File: config.mk
export PLATFORM = sky130hd
export DESIGN_NAME = directoryUnit
export DESIGN_NICKNAME = d
export VERILOG_FILES = /design/src/coherencePkg.sv /design/src/directoryUnit.sv
export SDC_FILE = /design/constraint.sdc
export NUM_CORES = 1
export LEC_CHECK = 0
export ABC_AREA = 1
export BUFFER_PORTS_ARGS = -buffer_cell sky130_fd_sc_hd__clkbuf_2
export CAP_MARGIN = 5
export CORE_AREA = 4 4 87 89
export CTS_BUF_LIST = sky130_fd_sc_hd__clkbuf_2
export CTS_CLUSTER_DIAMETER = 200
export DETAILED_ROUTE_END_ITERATION = 12
export DIE_AREA = 0 0 91 93
export GPL_TIMING_DRIVEN = 0
export HOLD_SLACK_MARGIN = 0.1
export PLACE_DENSITY = 0.56
export SYNTH_ARGS = -nofsm -noshare
export SYNTH_HDL_FRONTEND = slang
export SYNTH_SLANG_ARGS = --single-unit
File: constraint.sdc
create_clock -name clock -period 4.2 [get_ports clock]
set_input_delay 0.84 -clock clock [delete_from_list [all_inputs] [get_ports clock]]
set_output_delay 0.84 -clock clock [all_outputs]
set_load 0.02 [all_outputs]
File: src/coherencePkg.sv
package coherencePkg;

  localparam int wordWidth     = 32;
  localparam int lineAddrWidth = 8;
  localparam int nCores        = 4;
  localparam int coreIdWidth   = 2;
  localparam int l2IndexWidth  = 4;
  localparam int ramAddrWidth  = 10;
  localparam int clearCycles   = 1024;

  // Upper two RAM address bits select the region
  localparam logic [1:0] dataRegion = 2'b00;
  localparam logic [1:0] dirRegion  = 2'b01;
  localparam logic [1:0] l2Region   = 2'b10;

  // Clean is all zeros so the swept RAM starts clean with no sharers
  typedef enum logic [1:0] {dirClean = 2'b00, dirModified = 2'b10} dirState_t;
  typedef enum logic [1:0] {opRead, opReadExclusive, opFlush} opKind_t;
  typedef enum logic [1:0] {srcHit, srcPeer, srcMemory} source_t;
  typedef enum logic [1:0] {tagLookup, tagFill, tagClear} tagAction_t;

  typedef struct packed {
    opKind_t                  kind;
    logic [coreIdWidth-1:0]   core;
    logic [lineAddrWidth-1:0] line;
    logic [wordWidth-1:0]     data;
  } memOp_t;

  typedef struct packed {
    logic [wordWidth-nCores-3:0] pad;
    logic [nCores-1:0]           sharers;
    dirState_t                   state;
  } dirEntry_t;

  typedef struct packed {
    logic [wordWidth-lineAddrWidth-2:0] pad;
    logic                               valid;
    logic [lineAddrWidth-1:0]           tag;
  } l2Tag_t;

  // One RAM word seen as a directory entry or as an L2 tag
  typedef union packed {
    logic [wordWidth-1:0] raw;
    dirEntry_t            dir;
    l2Tag_t               tag;
  } ramWord_u;

  typedef struct packed {
    logic                    valid;
    logic                    write;
    logic [ramAddrWidth-1:0] address;
    ramWord_u                word;
  } ramReq_t;

  typedef struct packed {
    logic [coreIdWidth-1:0] core;
    source_t                source;
    logic [wordWidth-1:0]   data;
  } readReturn_t;

  // Kind opFlush also covers the eviction of an old L2 line
  typedef struct packed {
    opKind_t                  kind;
    logic [coreIdWidth-1:0]   core;
    logic [lineAddrWidth-1:0] line;
  } dirCmd_t;

  typedef struct packed {
    tagAction_t               action;
    logic [coreIdWidth-1:0]   core;
    logic [lineAddrWidth-1:0] line;
  } tagCmd_t;

endpackage
File: src/directoryUnit.sv
`timescale 1ns/1ps

module directoryUnit (
  input  logic                                 clock,
  input  logic                                 reset,
  input  coherencePkg::dirCmd_t                dirCmd,
  input  logic                                 dirStart,
  output logic                                 dirDone,
  output logic                                 peerSharers,
  output coherencePkg::ramReq_t                ramReq,
  input  logic                                 ramGrant,
  input  coherencePkg::ramWord_u               ramReadWord,
  output logic                                 invReq,
  output logic [coherencePkg::coreIdWidth-1:0]   invCore,
  output logic [coherencePkg::lineAddrWidth-1:0] invLine,
  input  logic                                 invDone
);

  import coherencePkg::*;

  enum logic [2:0] {dIdle, dRead, dReadWait, dInvScan, dInvWait, dWrite} state;

  dirCmd_t           cmd;
  dirEntry_t         oldEntry;
  logic [nCores-1:0] coreMask;
  logic [nCores-1:0] invMask;
  ramWord_u          newWord;

  assign coreMask = nCores'(1) << cmd.core;
  assign invLine  = cmd.line;

  // Updated entry for the latched command
  always_comb begin
    newWord = '0;
    case (cmd.kind)
      opRead: begin
        newWord.dir.sharers = oldEntry.sharers | coreMask;
        newWord.dir.state   = dirClean;
      end
      opReadExclusive: begin
        newWord.dir.sharers = coreMask;
        newWord.dir.state   = dirModified;
      end
      default: begin
        newWord.dir.sharers = oldEntry.sharers & ~coreMask;
        newWord.dir.state   = dirClean;
      end
    endcase
  end

  always_comb begin
    ramReq         = '0;
    ramReq.valid   = (state == dRead) || (state == dWrite);
    ramReq.write   = (state == dWrite);
    ramReq.address = {dirRegion, cmd.line};
    ramReq.word    = newWord;
  end

  always_ff @(posedge clock) begin
    if (reset) begin
      state       <= dIdle;
      dirDone     <= 1'b0;
      invReq      <= 1'b0;
      peerSharers <= 1'b0;
    end else begin
      dirDone <= 1'b0;
      invReq  <= 1'b0;
      case (state)
        dIdle: if (dirStart) begin
          cmd   <= dirCmd;
          state <= dRead;
        end
        dRead: if (ramGrant) state <= dReadWait;
        dReadWait: begin
          oldEntry    <= ramReadWord.dir;
          peerSharers <= |(ramReadWord.dir.sharers & ~coreMask);
          invMask     <= ramReadWord.dir.sharers & ~coreMask;
          invCore     <= '0;
          state       <= (cmd.kind == opReadExclusive) ? dInvScan : dWrite;
        end
        // Walk the other sharers one core at a time
        dInvScan: begin
          if (invMask == '0) begin
            state <= dWrite;
          end else if (invMask[invCore]) begin
            invReq           <= 1'b1;
            invMask[invCore] <= 1'b0;
            state            <= dInvWait;
          end else begin
            invCore <= invCore + 1'b1;
          end
        end
        dInvWait: if (invDone) begin
          invCore <= invCore + 1'b1;
          state   <= dInvScan;
        end
        default: if (ramGrant) begin
          dirDone <= 1'b1;
          state   <= dIdle;
        end
      endcase
    end
  end

endmodule

# After elaboration in Yosys (flattened, before gate mapping)
# Index checks and enable logic that the tools add are counted.
# op_classes
addsub	1
order_cmp	2
eq_ne	13
shift	1
muxes	22
bitwise_logic	8
n_reduce_logical	16
# ops
cell	n
$mux 3	7
$pmux 3 s5	1
$and 4x4->4	3
$ne 2x2->1 const B	6
$pmux 6 s2	1
$reduce_and 5->1	2
$mux 4	2
$not 4->4	2
$pmux 4 s2	1
$eq 3x2->1 const B	2
$eq 3x3->1 const B	2
$mux 2	3
$pmux 2 s3	1
$reduce_or 6->1	1
$reduce_bool 5->1	1
$logic_not 4->1	1
$mux 1	4
$or 4x4->4	1
$reduce_and 4->1	1
$reduce_or 4->1	1
$shl 1x2->4 const A	1
$eq 3x1->1 const B	1
$logic_not 3->1	1
$lt 2x3->1 const B	1
15 further kinds	16
# word_totals
reg_bits	28
in_bits	49
wordCells	73

# Depth between registers and ports, before layout
# Gate-level depths: netlist of the first run.
# logic_depth
depth_word	9
ltp_mapped	9
mapped_depth_nobuf	9

# Worst setup path after synthesis of the first run
# Ideal clock, no wire load.
# synth_timing
path_kind	register to output
start	register cmd[11] in the netlist's numbering
end	output port ramReq[2] in the netlist's numbering
t_arrival_ps	1256
t_required_ps	3360
path_slack_ps	2104
stages_incl_launch_ff	5
cell_sequence	edfxtp_1 -> nor2_1 -> inv_1 -> nand3_1 -> o21ai_0
# synth_lines
element	line_no	text
start, declared	directoryUnit.sv:23	dirCmd_t cmd;
start signal, assigned	directoryUnit.sv:70	cmd <= dirCmd;
end, declared	directoryUnit.sv:10	output coherencePkg::ramReq_t ramReq,

==> results of run 1 <==
==> layout make-up <==
| type | instances | area [µm²] | share of cell area, % |
|---|---|---|---|
| flip-flops and latches | 28 | 780.7 | 36.22 |
| multi-input cells | 122 | 574.3 | 26.64 |
| plain buffers | 46 | 349.1 | 16.19 |
| repair buffers | 48 | 240.2 | 11.14 |
| well taps | 80 | 100.1 | 4.643 |
| inverters | 17 | 66.31 | 3.076 |
| clock inverters | 1 | 30.03 | 1.393 |
| clock buffers | 3 | 15.01 | 0.6965 |
==> cell usage after synthesis <==
library cell	number	area share (%)
sky130_fd_sc_hd__nor2_2	3	1.1
sky130_fd_sc_hd__ha_1	4	3.0
sky130_fd_sc_hd__buf_6	1	0.67
sky130_fd_sc_hd__nor2_1	22	4.9
sky130_fd_sc_hd__inv_1	14	3.1
sky130_fd_sc_hd__inv_2	1	0.22
sky130_fd_sc_hd__a21boi_1	1	0.45
sky130_fd_sc_hd__edfxtp_1	22	40
sky130_fd_sc_hd__nand3b_1	5	2.2
sky130_fd_sc_hd__buf_4	45	20
sky130_fd_sc_hd__nor3_1	2	0.60
sky130_fd_sc_hd__o21ai_0	9	2.7
sky130_fd_sc_hd__nand2_1	30	6.7
sky130_fd_sc_hd__dfxtp_1	6	7.2
sky130_fd_sc_hd__nand2_2	2	0.75
sky130_fd_sc_hd__inv_4	1	0.38
sky130_fd_sc_hd__o211ai_1	2	0.90
sky130_fd_sc_hd__nand3_1	9	2.7
sky130_fd_sc_hd__a21oi_1	1	0.30
sky130_fd_sc_hd__nand4_1	1	0.38
sky130_fd_sc_hd__nor4_1	1	0.38
sky130_fd_sc_hd__clkinv_1	1	0.22
sky130_fd_sc_hd__nor2_4	1	0.67
sky130_fd_sc_hd__conb_1	2	0.45
==> through the flow <==
stage | std cells | hold slack (ps)
final | 345 | 579.8
after CTS | 345 | 577.0
after global placement | 341 | 526.6
after floorplan | 213 | 529.6
after global routing | 345 | 535.3
after detailed placement | 341 | 538.1
==> report_power, final <==
group          leakage, nW  switching [W]  total, W  internal [W]
clock network       0.0266      0.0000846  0.000166     0.0000818
registers            0.251      0.0000404  0.000399      0.000359
logic                0.827       0.000256  0.000400      0.000144
==> worst register-to-register path: cells and delay by family (launching register included) <==
family,cells,cell delay (ps)
flops,1,450
simple gates,3,1090
==> flip-flops by register name (all words and copies together), names as in the netlist <==
name	cells
cmd	4
dirDone	1
invCore	2
invLine	8
invMask	4
invReq	1
oldEntry	4
peerSharers	1
state	3
==> path summary, 6_finish.rpt <==
| check | start | to | slack, ps | cells past startpoint |
|---|---|---|---|---|
| setup / recovery | cmd[11] | ramReq[2] | 1720 | 5 |
| hold / removal | peerSharers | peerSharers | 580 | 2 |
| setup reg to reg | state[1] | invLine[3] | 2340 | 3 |
| hold reg to reg | peerSharers | peerSharers | 580 | 2 |
==> layer usage <==
metal	vias to the layer above	wire length (µm)
met5	-	0
met4	0	23
met3	2	264
met2	45	1578
met1	544	1561
li1	684	-
==> cells by family (layout without fill, tap and decap cells) <==
kind of cell	count (synthesis)	count (layout)
flops	28	28
other cells	2	29
simple gates	76	76
compound gates	13	13
buf+inv	63	115
fa+ha+maj	4	4
==> metrics.json, run 1 <==
{
  "max_slew.worst_pin.slew_ps": 979.7,
  "final_critical_path_setup_slack_ps": 1719,
  "grtUsageMet3_pct": 2.253,
  "tritoncts": "built",
  "wl_per_cell_um": 9.933,
  "antenna-diode-count": 0,
  "dp_worst_setup_slack_ps": 1803,
  "timing_worst_setup_path_type": "register to output port",
  "rsz0062_at_grt": "no",
  "first_global_vias": 1193,
  "die_height_um": 93,
  "synthesis.instances": 186,
  "clock_skew_ps": 30.15,
  "synth_compound_gate_area_share_pct": 4.348,
  "floorplan.io_pins": 106,
  "synth_area_per_cell_um2": 8.974,
  "min-delay-path-class": "register to register",
  "grt_first_pass_wirelength_um": 5602,
  "cp_data_arrival_time_ps": 1640,
  "layout.cell_area.non_filler_um2": 2156,
  "timing.slew.headroom_pct": 34.45,
  "dominant_delay_contributor_by_cell_family_on_the_critical_path": "flip-flops",
  "post_route_drc_violation_count": 0,
  "fin_tns_setup_ps": 0,
  "final_min_period_over_clock_period_pct": 59.06,
  "placed_area_um2": 2111,
  "final.min_clock_period_ps": 2481,
  "dominant_combinational_cell_family_by_area_after_synthesis": "buffers and inverters",
  "cp.required_ps": 3360,
  "nets": 319,
  "clk_pin_slew_ps": 300,
  "critical_path.max_fanout": 5,
  "crit_path_cell_trace": "nor2_1 -> inv_1 -> nand3_1 -> o21ai_0 -> clkbuf_2",
  "synth.distinct_cells": 24,
  "clock_latency_ps": 380,
  "grt_use_total_pct": 8.289,
  "post_synth_and_or_nand_nor_area_fraction_pct": 20.54,
  "die_outline_area_um2": 8463,
  "clock.fmax_ghz": 0.4031,
  "area_delta_synth_final_pct": 29.16,
  "outcome": "finished clean",
  "setup-violations-final": 0,
  "floorplan.rows": 30,
  "seq_area_frac_synth_pct": 46.78,
  "mostFrequentLayoutCells": "sky130_fd_sc_hd__clkbuf_2 (51), sky130_fd_sc_hd__buf_4 (45), sky130_fd_sc_hd__nand2_1 (30)",
  "filler_cell_count": 739,
  "dp_hpwl_um": 2905,
  "total_leakage_power_nw": 1.105,
  "layout-drive-gt1-share_pct": 40.00,
  "drtIter0Drc": 90,
  "synth.ff_latch_count": 28,
  "yosys-mux-area-fraction_pct": 0,
  "power.density_cell_area_nw_per_um2": 447.9,
  "antenna_violating_nets_post_route": 0,
  "core_area_um2": 6756,
  "gr-usage-met1_pct": 10.74,
  "worst_path_max_delay_cell": "sky130_fd_sc_hd__edfxtp_1",
  "routed_wl_um": 3427,
  "mappedNetlistArea_um2": 1669,
  "cts.htree.levels": 1,
  "cts_hold_buf": 0,
  "ctsLongestPathBuffers": 2,
  "die_w_um": 91,
  "root_buffer": "sky130_fd_sc_hd__clkbuf_2",
  "dr_total_vias": 1275,
  "slew_viol_final": 0,
  "cp-end-kind": "output port",
  "drt_pre_antenna_iters": 6,
  "tritoncts.num_buffers": 3,
  "post_cts_resized": 0,
  "place.gp.congestion": 0.8033,
  "critical_path.n_buffers_inverters": 2,
  "critical_path.max_stage_delay_ps": 530,
  "grt_start_max_net_pins": 17,
  "utilization_pct": 31.91,
  "start_util_pct": 24.70,
  "total_power_w": 0.0009656,
  "grt.met2_usage_pct": 13.43,
  "adder_cell_share_of_the_synthesized_area_pct": 2.999,
  "mostFrequentLayoutCell": "sky130_fd_sc_hd__clkbuf_2",
  "clkSinkCount": 28,
  "area_share_of_xor_xnor_cells_in_the_synthesized_design_pct": 0,
  "antenna_found_initial": 0,
  "maxcap_viol_count": 0,
  "synth.yosys.warnings": 0,
  "route.detailed.vias_per_inst": 3.696,
  "grt-ovfl-total": 0,
  "numPortBuffers": 48,
  "timing_hold_violations_final": 0,
  "worstSetupStartpointType": "register",
  "grt.busiest_layer": "met2",
  "power.ir.vdd_worst_v": 0.0002062,
  "post-cts-setup-buffer-count": 0
}
No activity file was read; power rests on OpenSTA's default activity.
==> run 2: changes to the inputs <==
- PLACE_DENSITY: 0.56 -> 0.58
- clock period: 4.2 -> 2 ns (I/O delays scaled with it)
==> metrics.json, run 2 (synthesis results as in run 1) <==
{
  "grt_first_pass_wirelength": {"value": 5499, "unit": "µm", "change": "was 5602 µm"},
  "fin_tns_setup": {"value": 0, "unit": "ps", "change": "unchanged"},
  "total_leakage_power": {"value": 1.097, "unit": "nW", "change": "was 1.105 nW"},
  "drt_pre_antenna_iters": {"value": 4, "change": "was 6"},
  "die_outline_area": {"value": 8463, "unit": "µm²", "change": "unchanged"},
  "grt-ovfl-total": {"value": 0, "change": "unchanged"},
  "cp_data_arrival_time": {"value": 1480, "unit": "ps", "change": "was 1640 ps"},
  "antenna-diode-count": {"value": 0, "change": "unchanged"},
  "place.gp.congestion": {"value": 0.7927, "change": "was 0.8033"},
  "drtIter0Drc": {"value": 70, "change": "was 90"},
  "numPortBuffers": {"value": 48, "change": "unchanged"},
  "clock_skew": {"value": 10.39, "unit": "ps", "change": "was 30.15 ps"},
  "ctsLongestPathBuffers": {"value": 2, "change": "unchanged"},
  "layout-drive-gt1-share": {"value": 40.98, "unit": "%", "change": "was 40.00%"},
  "rsz0062_at_grt": {"value": "no", "change": "unchanged"},
  "antenna_found_initial": {"value": 0, "change": "unchanged"},
  "grt_start_max_net_pins": {"value": 16, "change": "was 17"},
  "floorplan.io_pins": {"value": 106, "change": "unchanged"},
  "filler_cell_count": {"value": 733, "change": "was 739"},
  "max_slew.worst_pin.slew": {"value": 607.1, "unit": "ps", "change": "was 979.7 ps"},
  "clock_latency": {"value": 360, "unit": "ps", "change": "was 380 ps"},
  "dp_worst_setup_slack": {"value": 40.51, "unit": "ps", "change": "was 1803 ps"},
  "critical_path.max_fanout": {"value": 5, "change": "unchanged"},
  "core_area": {"value": 6756, "unit": "µm²", "change": "unchanged"},
  "critical_path.max_stage_delay": {"value": 460, "unit": "ps", "change": "was 530 ps"},
  "die_height": {"value": 93, "unit": "µm", "change": "unchanged"},
  "worstSetupStartpointType": {"value": "register", "change": "unchanged"},
  "cts_hold_buf": {"value": 0, "change": "unchanged"},
  "timing_worst_setup_path_type": {"value": "register to output port", "change": "unchanged"},
  "clk_pin_slew": {"value": 270, "unit": "ps", "change": "was 300 ps"},
  "final.min_clock_period_ps": 1881,
  "slew_viol_final": {"value": 0, "change": "unchanged"},
  "outcome": {"value": "finished clean", "change": "unchanged"},
  "grt_use_total": {"value": 8.069, "unit": "%", "change": "was 8.289%"},
  "nets": {"value": 320, "change": "was 319"},
  "dr_total_vias": {"value": 1294, "change": "was 1275"},
  "utilization": {"value": 31.70, "unit": "%", "change": "was 31.91%"},
  "floorplan.rows": {"value": 30, "change": "unchanged"},
  "dp_hpwl": {"value": 2917, "unit": "µm", "change": "was 2905 µm"},
  "final_min_period_over_clock_period_pct": 94.03,
  "timing.slew.headroom": {"value": 59.48, "unit": "%", "change": "was 34.45%"},
  "power.ir.vdd_worst": {"value": 0.0004342, "unit": "V", "change": "was 0.0002062 V"},
  "routed_wl": {"value": 3477, "unit": "µm", "change": "was 3427 µm"},
  "crit_path_cell_trace": {"value": "nor2_2 -> inv_2 -> nand3_1 -> o21ai_0 -> clkbuf_2", "change": "was nor2_1 -> inv_1 -> nand3_1 -> o21ai_0 -> clkbuf_2"},
  "root_buffer": {"value": "sky130_fd_sc_hd__clkbuf_2", "change": "unchanged"},
  "route.detailed.vias_per_inst": {"value": 3.740, "change": "was 3.696"},
  "antenna_violating_nets_post_route": {"value": 0, "change": "unchanged"},
  "wl_per_cell": {"value": 10.05, "unit": "µm", "change": "was 9.933 µm"},
  "cp.required": {"value": 1600, "unit": "ps", "change": "was 3360 ps"},
  "cp-end-kind": {"value": "output port", "change": "unchanged"},
  "first_global_vias": {"value": 1208, "change": "was 1193"},
  "area.sequential": {"value": 780.7, "unit": "µm²", "change": "unchanged"},
  "maxcap_viol_count": {"value": 0, "change": "unchanged"},
  "min-delay-path-class": {"value": "input pin to register", "change": "was register to register"},
  "critical_path.n_buffers_inverters": {"value": 2, "change": "unchanged"},
  "area_delta_synth_final": {"value": 28.34, "unit": "%", "change": "was 29.16%"},
  "die_w": {"value": 91, "unit": "µm", "change": "unchanged"},
  "start_util": {"value": 24.70, "unit": "%", "change": "unchanged"},
  "timing_hold_violations_final": {"value": 0, "change": "unchanged"},
  "worst_path_max_delay_cell": {"value": "sky130_fd_sc_hd__edfxtp_1", "change": "unchanged"},
  "power.density_cell_area": {"value": 888.0, "unit": "nW/µm²", "change": "was 447.9 nW/µm²"},
  "clkSinkCount": {"value": 28, "change": "unchanged"},
  "mostFrequentLayoutCell": {"value": "sky130_fd_sc_hd__clkbuf_2", "change": "unchanged"},
  "largest_reg_flops": {"value": 8, "change": "unchanged"},
  "tritoncts.num_buffers": {"value": 3, "change": "unchanged"},
  "post_route_drc_violation_count": {"value": 0, "change": "unchanged"},
  "multi_input_comb_area": {"value": 579.3, "unit": "µm²", "change": "was 574.3 µm²"},
  "cts.htree.levels": {"value": 1, "change": "unchanged"},
  "clock.fmax_ghz": 0.5317,
  "mostFrequentLayoutCells": {"value": "sky130_fd_sc_hd__clkbuf_2 (51), sky130_fd_sc_hd__buf_4 (46), sky130_fd_sc_hd__nand2_1 (30)", "change": "was sky130_fd_sc_hd__clkbuf_2 (51), sky130_fd_sc_hd__buf_4 (45), sky130_fd_sc_hd__nand2_1 (30)"},
  "dominant_delay_contributor_by_cell_family_on_the_critical_path": {"value": "flip-flops", "change": "unchanged"},
  "final_critical_path_setup_slack": {"value": 119.4, "unit": "ps", "change": "was 1719 ps"},
  "tritoncts": {"value": "built", "change": "unchanged"},
  "setup-violations-final": {"value": 0, "change": "unchanged"}
}
==> run 2: cell types whose count changed in the layout (fill, tap and decap cells not counted), sizes merged <==
cell    change
clkinv      +1
buf         +1
bufinv      -1
==> run 2: layout make-up <==
| cell class | count | share of cell area [%] |
|---|---|---|
| inverters | 17 | 3.096 |
| flip-flops and latches | 28 | 36.45 |
| clock inverters | 1 | 0.1752 |
| repair buffers | 49 | 11.57 |
| plain buffers | 46 | 16.30 |
| well taps | 80 | 4.673 |
| multi-input cells | 122 | 27.04 |
| clock buffers | 3 | 0.7009 |
==> run 2: timing repair <==
action,in CTS,in global routing
setup endpoints to repair,4,16
pin swaps,0,0
endpoints found under the hold margin,0,0
gates resized for setup,0,3
buffers inserted,1,0
==> run 2: metrics by stage <==
step	area (µm²)	instances	hold slack, ps	total power (W)
after floorplan	1770	213	477.4	0.001481
after global placement	2111	341	559.0	0.001686
after detailed placement	2111	341	571.3	0.001700
after CTS	2137	346	161.8	0.001918
after global routing	2142	346	145.0	0.002055
final	2142	346	189.1	0.001902
==> run 2: worst paths after layout <==
kind | to | slack, ps | start | depth (start not counted)
setup / recovery | ramReq[5] | 120 | cmd[11] | 5
setup reg to reg | invMask[3] | 310 | state[1] | 5
hold / removal | cmd[11] | 190 | dirCmd[11] | 1
hold reg to reg | peerSharers | 590 | peerSharers | 2
==> run 2: power breakdown <==
part | total [W] | switching [W] | leakage (nW) | internal (W)
logic | 0.000854 | 0.000547 | 0.832 | 0.000307
registers | 0.000836 | 0.0000841 | 0.251 | 0.000752
clock network | 0.000211 | 0.000168 | 0.0140 | 0.0000434
total | 0.00190 | 0.000799 | 1.10 | 0.00110
==> run 2: worst register-to-register path, stage by stage, from the launching register on <==
cell and delay (ps):
sky130_fd_sc_hd__dfxtp_1 540, sky130_fd_sc_hd__nand2_2 80, sky130_fd_sc_hd__nor2_2 120, sky130_fd_sc_hd__buf_6 150, sky130_fd_sc_hd__nand3_1 100, sky130_fd_sc_hd__a21boi_1 390
==> run 2: metal layers <==
metal  track usage, %  wire length (µm)
met1            9.755              1534
met2            14.16              1677
met3            1.850               240
met4            2.638                25
met5                0                 0
==> run 3: changes to the inputs <==
- CORE_AREA: 4 4 87 89 -> 4 4 70 72
- DIE_AREA: 0 0 91 93 -> 0 0 74 76
- PLACE_DENSITY: 0.58 -> unset
- PLACE_DENSITY_LB_ADDON: unset -> 0.3
==> metrics.json, run 3 (synthesis results as in run 1) <==
{
  "clk_pin_slew": {"value": 240, "unit": "ps", "change": "was 270 ps"},
  "route.detailed.vias_per_inst": {"value": 4.097, "change": "was 3.740"},
  "mostFrequentLayoutCell": {"value": "sky130_fd_sc_hd__clkbuf_2", "change": "unchanged"},
  "start_util": {"value": 38.87, "unit": "%", "change": "was 24.70%"},
  "place.gp.congestion": {"value": 0.8329, "change": "was 0.7927"},
  "antenna-diode-count": {"value": 0, "change": "unchanged"},
  "slew_viol_final": {"value": 0, "change": "unchanged"},
  "clock.fmax": {"value": 0.5379, "unit": "GHz", "change": "was 0.5317 GHz"},
  "antenna_found_initial": {"value": 0, "change": "unchanged"},
  "critical_path.max_fanout": {"value": 5, "change": "unchanged"},
  "die_height": {"value": 76, "unit": "µm", "change": "was 93 µm"},
  "clkSinkCount": {"value": 28, "change": "unchanged"},
  "total_leakage_power": {"value": 1.097, "unit": "nW", "change": "about the same"},
  "timing_hold_violations_final": {"value": 0, "change": "unchanged"},
  "fin_cells": {"value": 318, "change": "was 346"},
  "cp.required": {"value": 1600, "unit": "ps", "change": "about the same"},
  "drt_pre_antenna_iters": {"value": 4, "change": "unchanged"},
  "dr_total_vias": {"value": 1303, "change": "was 1294"},
  "post_route_drc_violation_count": {"value": 0, "change": "unchanged"},
  "dp_hpwl": {"value": 2719, "unit": "µm", "change": "was 2917 µm"},
  "power.density_cell_area": {"value": 890.4, "unit": "nW/µm²", "change": "was 888.0 nW/µm²"},
  "outcome": {"value": "finished clean", "change": "unchanged"},
  "die_w": {"value": 74, "unit": "µm", "change": "was 91 µm"},
  "clock_skew": {"value": 2.012, "unit": "ps", "change": "was 10.39 ps"},
  "floorplan.io_pins": {"value": 106, "change": "unchanged"},
  "min-delay-path-class": {"value": "input pin to register", "change": "unchanged"},
  "tritoncts": {"value": "built", "change": "unchanged"},
  "tritoncts.num_buffers": {"value": 3, "change": "unchanged"},
  "power.ir.vdd_worst": {"value": 0.0004595, "unit": "V", "change": "was 0.0004342 V"},
  "root_buffer": {"value": "sky130_fd_sc_hd__clkbuf_2", "change": "unchanged"},
  "grt_first_pass_wirelength": {"value": 4919, "unit": "µm", "change": "was 5499 µm"},
  "largest_reg_flops": {"value": 8, "change": "unchanged"},
  "wl_per_cell": {"value": 10.00, "unit": "µm", "change": "was 10.05 µm"},
  "cts.htree.levels": {"value": 1, "change": "unchanged"},
  "area_delta_synth_final": {"value": 26.09, "unit": "%", "change": "was 28.34%"},
  "drtIter0Drc": {"value": 51, "change": "was 70"},
  "numPortBuffers": {"value": 48, "change": "unchanged"},
  "mostFrequentLayoutCells": {"value": "sky130_fd_sc_hd__clkbuf_2 (51), sky130_fd_sc_hd__buf_4 (46), sky130_fd_sc_hd__nand2_1 (30)", "change": "unchanged"},
  "cp-end-kind": {"value": "output port", "change": "unchanged"},
  "grt_use_total": {"value": 10.97, "unit": "%", "change": "was 8.069%"},
  "floorplan.rows": {"value": 24, "change": "was 30"},
  "timing_worst_setup_path_type": {"value": "register to output port", "change": "unchanged"},
  "critical_path.max_stage_delay": {"value": 460, "unit": "ps", "change": "about the same"},
  "grt-ovfl-total": {"value": 0, "change": "unchanged"},
  "worst_path_max_delay_cell": {"value": "sky130_fd_sc_hd__edfxtp_1", "change": "unchanged"},
  "timing.slew.headroom": {"value": 39.49, "unit": "%", "change": "was 59.48%"},
  "ctsLongestPathBuffers": {"value": 2, "change": "unchanged"},
  "first_global_vias": {"value": 1112, "change": "was 1208"},
  "worstSetupStartpointType": {"value": "register", "change": "unchanged"},
  "setup-violations-final": {"value": 0, "change": "unchanged"},
  "die_outline_area": {"value": 5624, "unit": "µm²", "change": "was 8463 µm²"},
  "cp_data_arrival_time": {"value": 1460, "unit": "ps", "change": "was 1480 ps"},
  "filler_cell_count": {"value": 443, "change": "was 733"},
  "placed_insts": {"value": 313, "change": "was 341"},
  "max_slew.worst_pin.slew": {"value": 904.4, "unit": "ps", "change": "was 607.1 ps"},
  "fin_tns_setup": {"value": 0, "unit": "ps", "change": "unchanged"},
  "nets": {"value": 320, "change": "unchanged"},
  "layout-drive-gt1-share": {"value": 40.23, "unit": "%", "change": "was 40.98%"},
  "final.min_clock_period": {"value": 1859, "unit": "ps", "change": "was 1881 ps"},
  "core_area": {"value": 4294, "unit": "µm²", "change": "was 6756 µm²"},
  "maxcap_viol_count": {"value": 0, "change": "unchanged"},
  "antenna_violating_nets_post_route": {"value": 0, "change": "unchanged"},
  "final_min_period_over_clock_period": {"value": 92.95, "unit": "%", "change": "was 94.03%"},
  "routed_wl": {"value": 3181, "unit": "µm", "change": "was 3477 µm"},
  "clock_latency": {"value": 330, "unit": "ps", "change": "was 360 ps"},
  "grt_start_max_net_pins": {"value": 16, "change": "unchanged"},
  "crit_path_cell_trace": {"value": "nor2_2 -> inv_1 -> nand3_1 -> o21ai_0 -> clkbuf_2", "change": "was nor2_2 -> inv_2 -> nand3_1 -> o21ai_0 -> clkbuf_2"}
}
run 3: per-stage QoR:
| step | power, W | hold WS [ps] | setup WS [ps] | util, % | instance area, µm² |
|---|---|---|---|---|---|
| after floorplan | 0.001481 | 477.4 | 343.5 | - | 1770 |
| after global placement | 0.001682 | 549.9 | 123.5 | 48.34 | 2076 |
| after detailed placement | 0.001693 | 563.0 | 134.6 | 48.34 | 2076 |
| after CTS | 0.001891 | 187.8 | 67.39 | 48.95 | 2102 |
| after global routing | 0.002035 | 155.3 | -28.10 | 49.01 | 2105 |
| final | 0.001874 | 214.2 | 141.1 | 49.01 | 2105 |
run 3: timing repair:
action                                 4_1_cts  5_1_grt
endpoints found under the hold margin        0        0
setup endpoints to repair                    4        4
gates cloned                                 0        0
gates resized for setup                      0        1
setup buffers                                1        0
hold buffers                                 0        0
run 3: path summary, 6_finish.rpt:
path                            slack [ps]           to  cells after the start         from
worst max register to register         190       cmd[9]                      3     state[1]
worst max-delay path                   140    ramReq[4]                      5      cmd[11]
worst min register to register         600  peerSharers                      2  peerSharers
worst min-delay path                   210   invLine[5]                      1    dirCmd[5]
run 3: report_power, final:
group / switching, W / internal, W
Sequential: 0.0000826 / 0.000753
Clock: 0.000151 / 0.0000435
Combinational: 0.000538 / 0.000306
run 3: layout make-up:
class	count	area (µm²)	share of cell area, %
well taps	52	65.06	3.092
multi-input cells	122	576.8	27.41
clock inverters	1	3.754	0.1784
inverters	17	66.31	3.151
clock buffers	3	15.01	0.7134
flip-flops and latches	28	780.7	37.10
repair buffers	49	247.7	11.77
plain buffers	46	349.1	16.59
run 3: per-layer routing:
metal / up-vias / track usage [%] / wire (µm)
li1: 686 / - / -
met1: 577 / 13.07 / 1318
met2: 40 / 19.68 / 1634
met3: 0 / 1.187 / 229
met4: 0 / 3.986 / 0
met5: - / 0 / 0
run 3: worst max-delay path, delay by kind of cell (launching register included):
family	cells	cell delay [ps]
AOI/OAI and AO/OA	1	80
and+or+nand+nor	2	280
buffers and inverters	2	300
DFF	1	460
